==> src/elevator_pkg.sv <==
// shared types and timing for an 8-floor single car; timing constants are in clock cycles
`default_nettype none

package elevator_pkg;

	localparam int unsigned num_floors = 8;

	localparam int unsigned segment_cycles = 6;	// engine-on cycles per floor
	localparam int unsigned dwell_cycles = 8;	// door held open, idle command
	localparam int unsigned door_move_cycles = 2;	// each of open and close

	typedef logic [2:0] floor_t;
	typedef logic [num_floors-1:0] floor_mask_t;	// one bit per floor

	// encodings match the car interface, 0 means no drive
	typedef enum logic [1:0] {
		eng_idle = 2'd0,
		eng_down = 2'd1,
		eng_up = 2'd2
	} engine_e;

	typedef enum logic [1:0] {
		door_idle = 2'd0,
		door_open = 2'd1,
		door_close = 2'd2
	} door_e;

	typedef struct packed {
		floor_mask_t car;	// buttons inside the car
		floor_mask_t hall_up;
		floor_mask_t hall_down;
	} calls_t;

	typedef struct packed {
		logic stop_here;	// open the door at the current floor
		logic go_up;	// direction of the next segment
		logic any_call;
		logic serve_up;	// hall direction a stop clears
	} plan_t;

	typedef struct packed {
		logic valid;	// one-cycle strobe
		floor_t floor;
		logic up;	// 1 clears hall_up, 0 clears hall_down
	} serve_t;

endpackage

`default_nettype wire
==> src/elevator_top.sv <==
// single-car top; buttons are plain levels and the car starts parked at floor 0, door closed
`timescale 1ns/100ps
`default_nettype none

module elevator_top (
	input wire logic clk,
	input wire logic reset,
	input wire elevator_pkg::calls_t btn,
	input wire logic open_btn,
	input wire logic close_btn,
	output elevator_pkg::engine_e engine,
	output elevator_pkg::door_e door,
	output elevator_pkg::floor_t level_display
);

	import elevator_pkg::*;

	calls_t calls;	// latched requests
	plan_t plan;
	serve_t serve;
	floor_t floor;
	logic dir_up;

	call_registers u_calls (
		.clk(clk),
		.reset(reset),
		.btn(btn),
		.serve(serve),
		.calls(calls)
	);

	travel_planner u_planner (
		.calls(calls),
		.floor(floor),
		.dir_up(dir_up),
		.plan(plan)
	);

	car_controller u_car (
		.clk(clk),
		.reset(reset),
		.open_btn(open_btn),
		.close_btn(close_btn),
		.plan(plan),
		.floor(floor),
		.dir_up(dir_up),
		.serve(serve),
		.engine(engine),
		.door(door),
		.level_display(level_display)
	);

endmodule

`default_nettype wire

==> src/car_controller.sv <==
// one floor per segment; open_btn only reopens an idle car or a closing door, close_btn cuts dwell
`timescale 1ns/100ps
`default_nettype none

module car_controller (
	input wire logic clk,
	input wire logic reset,
	input wire logic open_btn,
	input wire logic close_btn,
	input wire elevator_pkg::plan_t plan,
	output elevator_pkg::floor_t floor,
	output logic dir_up,
	output elevator_pkg::serve_t serve,
	output elevator_pkg::engine_e engine,
	output elevator_pkg::door_e door,
	output elevator_pkg::floor_t level_display
);

	import elevator_pkg::*;

	typedef enum logic [2:0] {
		st_parked,
		st_moving,
		st_opening,
		st_dwell,
		st_closing
	} state_e;

	state_e state;
	logic [3:0] cnt;	// shared by segment, door and dwell timing
	logic seg_done;
	logic door_done;
	logic dwell_done;

	assign seg_done = cnt == 4'(segment_cycles - 1);
	assign door_done = cnt == 4'(door_move_cycles - 1);
	assign dwell_done = cnt == 4'(dwell_cycles - 1);

	assign level_display = floor;

	always_ff @(posedge clk or negedge reset) begin
		if (!reset) begin
			state <= st_parked;
			cnt <= '0;
			floor <= '0;
			dir_up <= 1'b1;
			engine <= eng_idle;
			door <= door_idle;
			serve <= '0;
		end else begin
			serve.valid <= 1'b0;	// strobe lasts one cycle
			case (state)
				st_parked: begin	// also the decision cycle after each segment
					cnt <= '0;
					if (plan.stop_here) begin
						state <= st_opening;
						door <= door_open;
						dir_up <= plan.go_up;
						serve.valid <= 1'b1;
						serve.floor <= floor;
						serve.up <= plan.serve_up;
					end else if (open_btn && !plan.any_call) begin
						state <= st_opening;	// reopen, nothing to serve
						door <= door_open;
					end else if (plan.any_call) begin
						state <= st_moving;
						dir_up <= plan.go_up;
						engine <= plan.go_up ? eng_up : eng_down;
					end
				end
				st_moving: begin
					if (seg_done) begin
						state <= st_parked;
						cnt <= '0;
						engine <= eng_idle;
						floor <= dir_up ? floor + 3'd1 : floor - 3'd1;
					end else begin
						cnt <= cnt + 4'd1;
					end
				end
				st_opening: begin
					if (door_done) begin
						state <= st_dwell;
						cnt <= '0;
						door <= door_idle;
					end else begin
						cnt <= cnt + 4'd1;
					end
				end
				st_dwell: begin
					if (dwell_done || close_btn) begin
						state <= st_closing;
						cnt <= '0;
						door <= door_close;
					end else begin
						cnt <= cnt + 4'd1;
					end
				end
				st_closing: begin
					if (open_btn) begin
						state <= st_opening;	// back to a full open phase
						cnt <= '0;
						door <= door_open;
					end else if (door_done) begin
						state <= st_parked;
						cnt <= '0;
						door <= door_idle;
					end else begin
						cnt <= cnt + 4'd1;
					end
				end
				default: begin
					state <= st_parked;
					cnt <= '0;
					engine <= eng_idle;
					door <= door_idle;
				end
			endcase
		end
	end

	a_engine_door_excl: assert property (
		@(posedge clk) disable iff (!reset)
		!(engine != eng_idle && door != door_idle)
	) else $error("engine and door active together");

	// any floor change is one step, no wrap, in the direction the engine drove
	a_floor_step: assert property (
		@(posedge clk) disable iff (!reset)
		floor != $past(floor) |-> ($past(engine) == eng_up
			? {1'b0, floor} == {1'b0, $past(floor)} + 4'd1
			: $past(engine) == eng_down && {1'b0, floor} + 4'd1 == {1'b0, $past(floor)})
	) else $error("floor did not step by one in the engine direction");

endmodule

`default_nettype wire

==> src/travel_planner.sv <==
// purely combinational; assumes floor stays in 0..num_floors-1 and calls come from call_registers
`timescale 1ns/100ps
`default_nettype none

module travel_planner (
	input wire elevator_pkg::calls_t calls,
	input wire elevator_pkg::floor_t floor,
	input wire logic dir_up,
	output elevator_pkg::plan_t plan
);

	import elevator_pkg::*;

	floor_mask_t all_calls;
	floor_mask_t here;	// one-hot of the current floor
	floor_mask_t at_or_below;
	floor_mask_t above;
	floor_mask_t below;
	floor_mask_t ahead;
	logic any_above;
	logic any_below;
	logic go_up;
	logic no_ahead;
	logic car_here;
	logic up_here;
	logic down_here;
	logic take_fwd;	// hall call here in the travel direction

	assign all_calls = calls.car | calls.hall_up | calls.hall_down;

	assign here = floor_mask_t'(1) << floor;
	assign at_or_below = (here << 1) - floor_mask_t'(1);	// wraps to all ones at the top
	assign above = all_calls & ~at_or_below;
	assign below = all_calls & (here - floor_mask_t'(1));

	assign any_above = |above;
	assign any_below = |below;

	// keep going while anything lies ahead, otherwise turn round
	always_comb begin
		if (dir_up) begin
			go_up = any_above || !any_below;
		end else begin
			go_up = any_above && !any_below;
		end
	end

	assign ahead = go_up ? above : below;
	assign no_ahead = ~|ahead;

	assign car_here = |(calls.car & here);
	assign up_here = |(calls.hall_up & here);
	assign down_here = |(calls.hall_down & here);
	assign take_fwd = go_up ? up_here : down_here;

	always_comb begin
		plan.go_up = go_up;
		plan.any_call = |all_calls;
		// last call ahead picks up a hall call either way
		plan.stop_here = car_here || take_fwd || (no_ahead && (up_here || down_here));
		if (take_fwd || !no_ahead) begin
			plan.serve_up = go_up;
		end else begin
			plan.serve_up = !go_up;	// turning round here
		end
	end

endmodule

`default_nettype wire

==> src/call_registers.sv <==
// button levels latch every cycle they are high; a button held in the serve cycle keeps its call
`timescale 1ns/100ps
`default_nettype none

module call_registers (
	input wire logic clk,
	input wire logic reset,
	input wire elevator_pkg::calls_t btn,
	input wire elevator_pkg::serve_t serve,
	output elevator_pkg::calls_t calls
);

	import elevator_pkg::*;

	floor_mask_t serve_mask;	// one-hot of the served floor
	floor_mask_t clr_up;
	floor_mask_t clr_down;
	calls_t next_calls;

	assign serve_mask = serve.valid ? (floor_mask_t'(1) << serve.floor) : '0;
	assign clr_up = serve.up ? serve_mask : '0;
	assign clr_down = serve.up ? '0 : serve_mask;

	// no up call at the top floor, no down call at the bottom
	always_comb begin
		next_calls.car = (calls.car & ~serve_mask) | btn.car;
		next_calls.hall_up = ((calls.hall_up & ~clr_up) | btn.hall_up)
			& ~(floor_mask_t'(1) << (num_floors - 1));
		next_calls.hall_down = ((calls.hall_down & ~clr_down) | btn.hall_down)
			& ~floor_mask_t'(1);
	end

	always_ff @(posedge clk or negedge reset) begin
		if (!reset) begin
			calls <= '0;
		end else begin
			calls <= next_calls;
		end
	end

	// the controller only opens with a serve strobe when the planner saw a call at this floor
	a_serve_has_call: assert property (
		@(posedge clk) disable iff (!reset)
		serve.valid |-> (calls.car[serve.floor] || calls.hall_up[serve.floor]
			|| calls.hall_down[serve.floor])
	) else $error("serve strobe at floor %0d with no latched call", serve.floor);

endmodule

`default_nettype wire

==> config.mk <==
export PLATFORM = sky130hd
export DESIGN_NAME = elevator_top
export DESIGN_NICKNAME = d
export VERILOG_FILES = /design/src/elevator_pkg.sv /design/src/elevator_top.sv /design/src/car_controller.sv /design/src/travel_planner.sv /design/src/call_registers.sv
export SDC_FILE = /design/constraint.sdc
export NUM_CORES = 1
export LEC_CHECK = 0
export CAP_MARGIN = 10
export CORE_MARGIN = 1
export CORE_UTILIZATION = 50
export DETAILED_ROUTE_END_ITERATION = 6
export DONT_BUFFER_PORTS = 1
export GPL_TIMING_DRIVEN = 1
export PLACE_DENSITY = 0.68
export SYNTH_ARGS = -nofsm -noshare
export SYNTH_HDL_FRONTEND = slang
export SYNTH_SLANG_ARGS = --single-unit
==> constraint.sdc <==
create_clock -name clk -period 3.34 [get_ports clk]
set_clock_uncertainty 0.1 [all_clocks]
set_input_delay 0.668 -clock clk [delete_from_list [all_inputs] [get_ports clk]]
set_output_delay 0.668 -clock clk [all_outputs]
set_load 0.01 [all_outputs]
# ---- Word level (Yosys, flattened, before mapping)
# Cells that the tools add are included.
dict set report totals {
  reg_bits 42
  in_bits 28
  output_inout_bits 7
  wordCells 123
}
dict set report op_classes {
  add_sub_neg 5
  eq_ne 17
  n_shift 2
  mux 39
  bitwise_logic 19
  n_reduce_logical 29
}
# op count
set op_table {}
lappend op_table {{$reduce_or 8->1} 7}
lappend op_table {{$and 8x8->8} 6}
lappend op_table {{$mux 3} 9}
lappend op_table {{$mux 8} 3}
lappend op_table {{$not 8->8} 3}
lappend op_table {{$or 8x8->8} 3}
lappend op_table {{$mux 2} 10}
lappend op_table {{$mux 4} 4}
lappend op_table {{$pmux 4 s4} 1}
lappend op_table {{$shl 1x3->8 const A} 2}
lappend op_table {{$sub 8x1->8 const B} 2}
lappend op_table {{$pmux 3 s5} 1}
lappend op_table {{$mux 5} 2}
lappend op_table {{$pmux 2 s5} 1}
lappend op_table {{$reduce_and 5->1} 2}
lappend op_table {{$and 7x8->8} 1}
lappend op_table {{$eq 4x3->1 const B} 2}
lappend op_table {{$ne 2x1->1 const B} 4}
lappend op_table {{$or 8x7->8} 1}
lappend op_table {{$and 7x7->7} 1}
lappend op_table {{$mux 7} 1}
lappend op_table {{$not 7->7} 1}
lappend op_table {{$or 7x7->7} 1}
lappend op_table {{$eq 3x2->1 const B} 2}
lappend op_table {{20 further kinds} 41}

# ---- Logic depth before layout (Yosys ltp)
# Gate-level depths: netlist of run 1.
dict set report depth {
  depth_word 14
  depth_mapped 13
  mapped_depth_nobuf 10
}

# ---- Modules after synthesis
# Synthesis of run 1 repeated with hierarchy kept, for this count alone.
dict set report unflattened {
  cells_unflattened 255
  area_unflattened_um2 2596.2
}
# module instances cells_per_inst area_per_inst_um2 seq_area_each_um2
set modules_own_cells {}
lappend modules_own_cells {car_controller 1 102 1169.9 501.7}
lappend modules_own_cells {call_registers 1 92 937.1 550.5}
lappend modules_own_cells {travel_planner 1 61 489.2 0.0}

# ---- Least setup slack after synthesis of run 1
# No wires, ideal clock.
dict set report synth_path {
  path_kind {register -> register}
  start {register u_car.floor[0]}
  end {register, netlist name u_car.serve[3]}
  setup_ns 0.125
  t_arrival_ns 2.959
  required_time_ns 3.115
  setup_slack_ns 0.156
  stages_incl_launch_ff 13
  path_buffers 3
  synth_period_minus_slack_ns 3.184
  cell_sequence {dfrtp_1 > buf_6 > or3_1 > ha_1 > buf_6 > or3b_1 > o221ai_1 > a21oi_1 > and3_1 > buf_6 > o22a_2 > a21oi_4 > mux2_4}
}
dict set report synth_between {
  elab_chain_len 13
  elab_cells_between_ends 27
  cone_classes {add/sub (2); shift (1); mux (3); bitwise (6); reduce/logical (15)}
}
# item line
set synth_rtl {}
lappend synth_rtl {{from (decl)} car_controller.sv:11} ;# output elevator_pkg::floor_t floor,
lappend synth_rtl {{from (signal assigned)} car_controller.sv:76} ;# floor <= dir_up ? floor + 3'd1 : floor - 3'd1;
lappend synth_rtl {{$shl 1x3->8 (*)} travel_planner.sv:31} ;# assign here = floor_mask_t'(1) << floor;
lappend synth_rtl {{$sub 8x1->8, on equally long branches} {travel_planner.sv:34, travel_planner.sv:32}}
lappend synth_rtl {{$and 8x8->8 or $not 8->8 (tied branches)} {travel_planner.sv:34, travel_planner.sv:33}}
lappend synth_rtl {{$reduce_or 8->1 or $and 8x8->8 (tied branches)} {travel_planner.sv:37, travel_planner.sv:33}}
lappend synth_rtl {{$logic_not 1->1 or $reduce_or 8->1 (tied branches)} {travel_planner.sv:42, travel_planner.sv:44, travel_planner.sv:36}}
lappend synth_rtl {{$logic_and 1x1->1 or $logic_or 1x1->1 (tied branches)} {travel_planner.sv:44, travel_planner.sv:42}}
lappend synth_rtl {{$mux 1} travel_planner.sv:41} ;# if (dir_up) begin
lappend synth_rtl {{$mux 8} travel_planner.sv:48} ;# assign ahead = go_up ? above : below;
lappend synth_rtl {{$reduce_or 8->1} travel_planner.sv:49} ;# assign no_ahead = ~|ahead;
lappend synth_rtl {{$logic_not 1->1} travel_planner.sv:49}
lappend synth_rtl {{$logic_and 1x1->1} travel_planner.sv:60} ;# plan.stop_here = car_here || take_fwd || (no_ahead && (up_here || down_here));
lappend synth_rtl {{$logic_or 1x1->1 (*)} travel_planner.sv:60}
lappend synth_rtl {{$reduce_and 2->1 (no source line) (*)} --}
# Mark *: on every way between the ends. The rest lies on a longest branch, timed or not.
# A chain may end at the register's enable or synchronous reset.

# ---- Worst setup path in the final report of run 1
dict set report layout_path {
  start {register u_car.floor[2]}
  end {register, netlist name u_car.serve[3]}
}
dict set report layout_between {
  elab_chain_len 13
  elab_cells_between_ends 27
  cone_classes {add/sub (2); shift (1); mux (3); bitwise (6); reduce/logical (15)}
}
# item line
set layout_rtl {}
lappend layout_rtl {{$shl 1x3->8} travel_planner.sv:31}
lappend layout_rtl {{$sub 8x1->8, on equally long branches} {travel_planner.sv:34, travel_planner.sv:32}}
lappend layout_rtl {{$and 8x8->8 or $not 8->8 (tied branches)} {travel_planner.sv:34, travel_planner.sv:33}}
lappend layout_rtl {{$reduce_or 8->1 or $and 8x8->8 (tied branches)} {travel_planner.sv:37, travel_planner.sv:33}}
lappend layout_rtl {{$logic_not 1->1 or $reduce_or 8->1 (tied branches)} {travel_planner.sv:42, travel_planner.sv:44, travel_planner.sv:36}}
lappend layout_rtl {{$logic_and 1x1->1 or $logic_or 1x1->1 (tied branches)} {travel_planner.sv:44, travel_planner.sv:42}}
lappend layout_rtl {{$mux 1} travel_planner.sv:41}
lappend layout_rtl {{$mux 8} travel_planner.sv:48}
lappend layout_rtl {{$reduce_or 8->1} travel_planner.sv:49}
lappend layout_rtl {{$logic_not 1->1} travel_planner.sv:49}
lappend layout_rtl {{$logic_and 1x1->1} travel_planner.sv:60}
lappend layout_rtl {{$logic_or 1x1->1} travel_planner.sv:60}
lappend layout_rtl {{$reduce_and 2->1 (no source line)} --}
# Several ways; a longest one is shown, not always the timed one.

==> flow_summary_export.csv, run 1 <==
group,metric,value,unit
final_layout,area.sequential,1052,µm²
global_routing,number_of_antenna_violations_at_the_first_check_in_global_routing,0,
setup_path,cp_max_fo,7,
clocking,cts-resized-gates,0,
floorplan,die_area,5451,µm²
drt,drc,0,
drt,routed-via-count,1995,
setup_path,worstPathRequired,3420,ps
timing,timing.slew.headroom,56.19,%
timing,hold_slack,101.2,ps
timing,final-setup-viol-count,0,
clocking,clock_tree.htree_level_count,2,
synthesis,synth-edff-count,0,
synthesis,synth.distinct_cells,63,
clocking,cts_tree,"built",
synthesis,synthesis.area,2580,µm²
setup_path,crit_path_start_kind,"register",
timing,rsz0062_at_grt,"no",
setup_path,crit_path_top_delay_cell,"dfrtp_1",
clocking,clk-insertion-delay-late,300,ps
synthesis,async_reset_ff_share,100.0,%
run_status,outcome,"finished clean",
power,cellPowerDensity,689.5,nW/µm²
power,max-vdd-ir-drop,336.8,µV
floorplan,die_x,73.83,µm
synthesis,synth_seq_area_share,40.79,%
clocking,post_cts_repair_setup_buffers,0,
clocking,max_buffers_root_to_sink,2,
timing,fmax,315.1,MHz
global_routing,vias_in_the_first_global_route,1891,
clocking,cts_inserted_buffers,5,
floorplan,row_count,25,
clocking,cts_hold_buf,1,
clocking,clock-root-buffer,"clkbuf_8",
final_layout,area_growth_syn_to_layout,5.335,%
drt,detail_route.vias_per_cell,6.045,
drt,wl,5.674,mm
power,static-leakage-power,0.9675,nW
final_layout,fill_cells,442,
timing,final.period_utilization,95.03,%
floorplan,design.core.area,4848,µm²
timing,final_period_minus_worst_setup_slack,3174,ps
job,max_cap_viol_count,0,
clocking,worst_setup_hold_path_clk_slew,90,ps
floorplan,design.portCount,35,
setup_path,worst_path_largest_cell_delay,450,ps
final_layout,total_inserted_antenna_cells,0,
drt,firstDrtPassIters,4,
setup_path,critical_path.cell_chain,"or3_1 -> ha_1 -> or3b_1 -> o221ai_1 -> a21oi_1 -> and3_1 -> o22a_2 -> a21oi_4 -> mux2_4",
global_routing,global_route.usage.total,23.31,%
clocking,clock_sinks,42,
final_layout,final_nets,294,
final_layout,multi_input_area,1376,µm²
final_layout,drive_above_1_share,14.07,%
drt,routedWlPerCell,17.19,µm
placed_design,post_detailed_placement_half_perimeter_wirelength,4.035,mm
placed_design,numPortBuffers,0,
power,post-layout-total-power,0.001874,W
worst_hold_path,hold_path_class,"input pin to async pin",
synthesis,post_synth_inst_count,264,
drt,dr.first_iter.drc_count,177,
timing,final-max-slew-violation-count,0,
synthesis,syn_nets,296,
global_routing,grt.overflow.total,0,
synthesis,synth_seq_cells,42,
floorplan,die-height,73.83,µm
placed_design,gpl.final_weighted_congestion,0.8893,
global_routing,grt_first_pass_wirelength,9.418,mm
setup_path,path_class,"register to register",
floorplan,start_util,53.21,%
timing,finalHoldViolations,0,
setup_path,crit_path_end_kind,"register",
drt,antenna_left,0,
global_routing,grt_max_degree,42,
timing,timing_worst_slew_pin_value,652.2,ps
synthesis,post_synth.cell_area_avg,9.773,µm²
synthesis,ys_dominant_reg_cell,"dfrtp_1",
setup_path,cp_data_arrival_time,3260,ps
synthesis,yosys_warns,0,
timing,tns,0,ps
## logic make-up (layout without fill, tap and decap cells)
family | Yosys count | after routing | share of synthesized area (%)
XOR/XNOR | 6 | 6 | 2.037
flip-flops | 42 | 42 | 40.79
AO/OA/AOI/OAI | 80 | 80 | 23.38
multiplexers | 13 | 13 | 6.159
adder cells (fa/ha/maj) | 5 | 5 | 2.619
buffers and inverters | 24 | 23 | 5.868
AND/OR/NAND/NOR | 94 | 94 | 19.16
## worst paths after layout
check | start | endpoint | slack [ps] | cells past startpoint
min in group clk | btn[14] | u_calls.calls[14]$_DFF_PN0_ | 350 | 1
hold / removal | reset | u_car.floor[2]$_DFFE_PN0P_ | 100 | 1
setup / recovery | u_car.floor[2]$_DFFE_PN0P_ | u_car.serve[3]$_DFFE_PN0P_ | 170 | 9
setup reg to reg | u_car.floor[2]$_DFFE_PN0P_ | u_car.serve[3]$_DFFE_PN0P_ | 170 | 9
hold reg to reg | u_calls.calls[9]$_DFF_PN0_ | u_calls.calls[9]$_DFF_PN0_ | 430 | 1
max in group asynchronous | reset | u_car.cnt[1]$_DFF_PN0_ | 2830 | 1
## cell type report
class	instances	share of cell area [%]
multi-input combinational	198	50.64
clock buffer	5	2.532
sequential	42	38.72
timing repair buffer	6	2.118
inverter	9	1.243
tap	67	3.085
clock inverter	3	1.657
## layer usage
layer,GRT usage [%],part of all wire (%),up-vias
met3,5.350,5.8,10
li1,-,-,965
met5,0,0,-
met2,33.33,42,65
met4,8.547,2.1,0
met1,34.18,50,955
## per-stage QoR
stage / instances / util [%] / worst slack (ps) / instance area, µm²
floorplan: 264 / - / 155.7 / 2580
global placement: 321 / 53.29 / 255.0 / 2584
detailed placement: 321 / 53.29 / 206.9 / 2584
CTS: 330 / 56.05 / 170.9 / 2718
global route: 330 / 56.05 / 17.86 / 2718
finish: 330 / 56.05 / 166.2 / 2718
## cell usage in the layout, fill, tap and decap left out, drive strengths merged, types with 6 or more instances in the layout
cell and n:
a21o 16, a21oi 14, buf 6, dfrtp 41
inv 9, mux2 8, nand2 18, nand2b 8
nand3 15, nand4 6, nor2 17, nor2b 6
nor3 11, o21ai 15
## registers in the layout (all words and copies together), names as in the netlist
register,flops
u_car.cnt,4
u_calls.calls,22
u_car.dir_up,1
u_car.floor,3
u_car.door,2
u_car.state,3
u_car.serve,5
u_car.engine,2
## critical path, delay by kind of cell, from the launching register on
kind	cells	cell delay (ps)
and+or+nand+nor	3	1050
AOI/OAI and AO/OA	4	820
adders and majority gates	1	320
muxes	1	330
DFF	1	450
## synth_stat cells (all sizes together) (2+ instances only)
cell	count	share of area, %
nor2	17	2.6
ha	3	1.5
dfrtp	41	40
o2bb2ai	2	0.92
mux2	8	4.2
mux2i	5	1.9
buf	11	4.0
inv	9	1.3
nand2b	8	1.9
a221oi	2	1.6
nand3	15	2.9
and3	2	0.48
nand2	18	2.6
a221o	4	1.6
nand3b	3	0.87
o21ai	15	3.1
or3	2	0.48
nand4	6	1.5
nor2b	6	1.5
o31a	2	0.68
nor3	11	2.3
clkbuf	4	0.58
or3b	2	0.68
o211ai	2	0.58
xnor2	3	1.0
a211oi	4	1.2
o22ai	2	0.48
a31oi	2	0.48
o221ai	2	0.68
a21oi	14	3.2
a21o	16	4.7
xor2	3	1.0
o32ai	2	0.68
## where the power goes
| part | leakage, nW | switching, W | total, W | internal (W) |
|---|---|---|---|---|
| combinational | 0.462 | 0.000424 | 0.000746 | 0.000321 |
| clock | 0.0504 | 0.000188 | 0.000410 | 0.000222 |
| sequential | 0.455 | 0.000129 | 0.000718 | 0.000589 |
Power figures use the tool's default switching activity.
==> inputs of run 2 (changes only) <==
CELL_PAD_IN_SITES_DETAIL_PLACEMENT = 1   (was default)
CELL_PAD_IN_SITES_GLOBAL_PLACEMENT = 2   (was default)
CORE_UTILIZATION = 36   (was 50)
PLACE_DENSITY = default   (was 0.68)
PLACE_DENSITY_LB_ADDON = 0.1   (was default)
SKIP_CTS_REPAIR_TIMING = 1   (was default)
==> run 2 against run 1 <==
  * Non-clock buffer count grew 3
  * Combinational power grew 4.4%
  * Sequential cell count is the same
  * Sequential share of layout area shrank 0.54 points
  * Clock power shrank 19%
  * First-iteration DRC count shrank 55%
  * Cell count grew 9.7%
  * Worst setup slack gained 59 ps
  * Register-to-register slack gained 60 ps
  * Via count grew 1.6%
  * Largest cell class unchanged
==> flow_summary_export.csv, run 2 (synthesis results as in run 1) <==
group,metric,value,unit
power,cellPowerDensity,664.9,nW/µm²
power,cell_internal_pwr,0.001066,W
setup_path,r2r_setup_slack,230,ps
final_layout,top_library_cells_by_usage_in_the_layout_fill_and_taps_aside,"41 x dfrtp_1, 18 x nand2_1, 16 x nor2_1, 16 x a21o_1, 15 x nand3_1",
clocking,clock_sinks,42,
setup_path,crit_path_start_kind,"register",
placed_design,dpl.cell_count,353,
drt,drc,0,
global_routing,vias_in_the_first_global_route,2035,
final_layout,fin_cells,362,
setup_path,path_class,"register to register",
global_routing,grt_first_pass_wirelength,11.16,mm
clocking,clock-root-buffer,"clkbuf_8",
drt,firstDrtPassIters,4,
run_status,outcome,"finished clean",
drt,route.layer.met1.wl,3.514,mm
power,seqPwrFrac,39.2,%
timing,final-setup-viol-count,0,
timing,finalHoldViolations,0,
clocking,clock_tree.htree_level_count,2,
final_layout,largest_register_ff_count,22,
floorplan,design.core.area,6869,µm²
setup_path,crit_path_end_kind,"register",
worst_hold_path,hold_path_class,"input pin to async pin",
final_layout,total_inserted_antenna_cells,0,
global_routing,number_of_antenna_violations_at_the_first_check_in_global_routing,0,
floorplan,start_util,37.56,%
setup_path,worstPathRequired,3420,ps
drt,routedWlPerCell,18.55,µm
placed_design,numPortBuffers,0,
placed_design,placement_stage_cell_area,2643,µm²
final_layout,registers_with_the_most_flip_flops,"u_calls.calls (22), u_car.serve (5), u_car.cnt (4)",
drt,wl,6.716,mm
floorplan,design.portCount,35,
setup_path,reg2reg_from,"u_car.floor[1]$_DFFE_PN0P_",
timing,tns,0,ps
drt,dr_wl_met2,2.933,mm
timing,timing_worst_slew_pin_value,675.9,ps
timing,rsz0062_at_grt,"no",
floorplan,die-height,86.66,µm
drt,detailroute.wirelength.met3,217,µm
final_layout,largest-register,"u_calls.calls",
power,power_switching,0.0007670,W
setup_path,worst_r2r_endpoint,"u_car.serve[2]$_DFFE_PN0P_",
timing,final-max-slew-violation-count,0,
clocking,clk-insertion-delay-late,290,ps
power,post-layout-total-power,0.001833,W
clocking,cts_tree,"built",
placed_design,post_detailed_placement_half_perimeter_wirelength,5.028,mm
final_layout,final_nets,297,
timing,fmax,321.1,MHz
job,max_cap_viol_count,0,
floorplan,die_area,7509,µm²
drt,dr.first_iter.drc_count,79,
setup_path,cp_max_fo,6,
clocking,max_buffers_root_to_sink,2,
setup_path,worst-r2r-cell-count,9,
drt,antenna_left,0,
power,power_switching_share,41.85,%
global_routing,grt.overflow.total,0,
timing,final.period_utilization,93.25,%
final_layout,drive_above_1_share,14.66,%
clocking,cts_inserted_buffers,5,
power,max-vdd-ir-drop,335.1,µV
placed_design,gpl.final_weighted_congestion,0.7861,
floorplan,die_x,86.66,µm
timing,final_period_minus_worst_setup_slack,3115,ps
drt,routed-via-count,2026,
floorplan,row_count,30,
power,power.combinational.fraction,42.5,%
clocking,worst_setup_hold_path_clk_slew,90,ps
drt,dr.max_layer_used,"met4",
drt,detail_route.vias_per_cell,5.597,
final_layout,final_design_area_no_fill,2756,µm²
final_layout,fill_cells,794,
setup_path,cp_data_arrival_time,3200,ps
power,power_frac_clock,18.2,%
global_routing,grt_max_degree,43,
power,static-leakage-power,0.9832,nW
global_routing,global_route.usage.total,19.45,%
final_layout,area_growth_syn_to_layout,6.838,%
final_layout,final_common_cell,"dfrtp_1",
timing,timing.slew.headroom,54.59,%
## run 2: changes by cell type in the layout (fill, tap and decap cells not counted), sizes merged
cell	change
bufinv	-1
clkbuf	+1
buf	+3
clkinvlp	-2
clkinv	+2
## run 2: routing by layer
| metal | up-vias | global-route usage (%) |
|---|---|---|
| li1 | 979 | - |
| met3 | 5 | 3.048 |
| met5 | - | 0 |
| met4 | 0 | 3.636 |
| met2 | 29 | 28.21 |
| met1 | 1013 | 30.45 |
## run 2: worst max-delay path by stage
stage                          startpoint                         end  slack [ps]  cells after the start
2_1_floorplan  u_car.floor[0]$_DFFE_PN0P_  u_car.serve[3]$_DFFE_PN0P_         160                     12
4_1_cts        u_car.floor[1]$_DFFE_PN0P_  u_car.serve[2]$_DFFE_PN0P_         220                     11
6_report       u_car.floor[1]$_DFFE_PN0P_  u_car.serve[2]$_DFFE_PN0P_         230                      9
3_5_place_dp   u_car.floor[1]$_DFFE_PN0P_  u_car.serve[1]$_DFFE_PN0P_         240                      9
5_1_grt        u_car.floor[1]$_DFFE_PN0P_  u_car.serve[0]$_DFFE_PN0P_          80                     11
3_3_place_gp   u_car.floor[1]$_DFFE_PN0P_  u_car.serve[3]$_DFFE_PN0P_         260                     11
## run 2: area by class of cell
type	instances	area [µm²]	share of cell area (%)
well taps	96	120.1	4.358
flip-flops and latches	42	1052	38.18
repair buffers	9	87.58	3.177
multi-input cells	198	1376	49.93
clock inverters	2	13.76	0.4993
clock buffers	6	72.57	2.633
inverters	9	33.78	1.226
## run 2: power groups by stage
| stage | logic (W) | registers (W) | clock network (W) |
|---|---|---|---|
| final | 0.000779 | 0.000719 | 0.000334 |
| after detailed placement | 0.000773 | 0.000730 | 0 |
| after floorplan | 0.000737 | 0.000664 | 0 |
| after CTS | 0.000776 | 0.000720 | 0.000348 |
| after global placement | 0.000763 | 0.000730 | 0 |
| after global routing | 0.000868 | 0.000734 | 0.000370 |
## run 2: critical path, cell delays in order (launching register included)
cell     delay (ps)
dfrtp_1         400
or3_1           450
ha_1            240
buf_4           160
o41ai_1         320
a22oi_1         140
and3_1          290
o22a_2          300
a21oi_4         270
mux2_4          330
## run 2: metrics by stage
step,util (%),worst slack (ps),hold slack (ps)
finish,40.13,225.4,96.99
global route,40.13,82.98,93.90
CTS,39.73,216.6,-48.16
detailed placement,38.47,243.4,273.7
global placement,38.47,255.4,273.8
floorplan,-,155.7,272.4
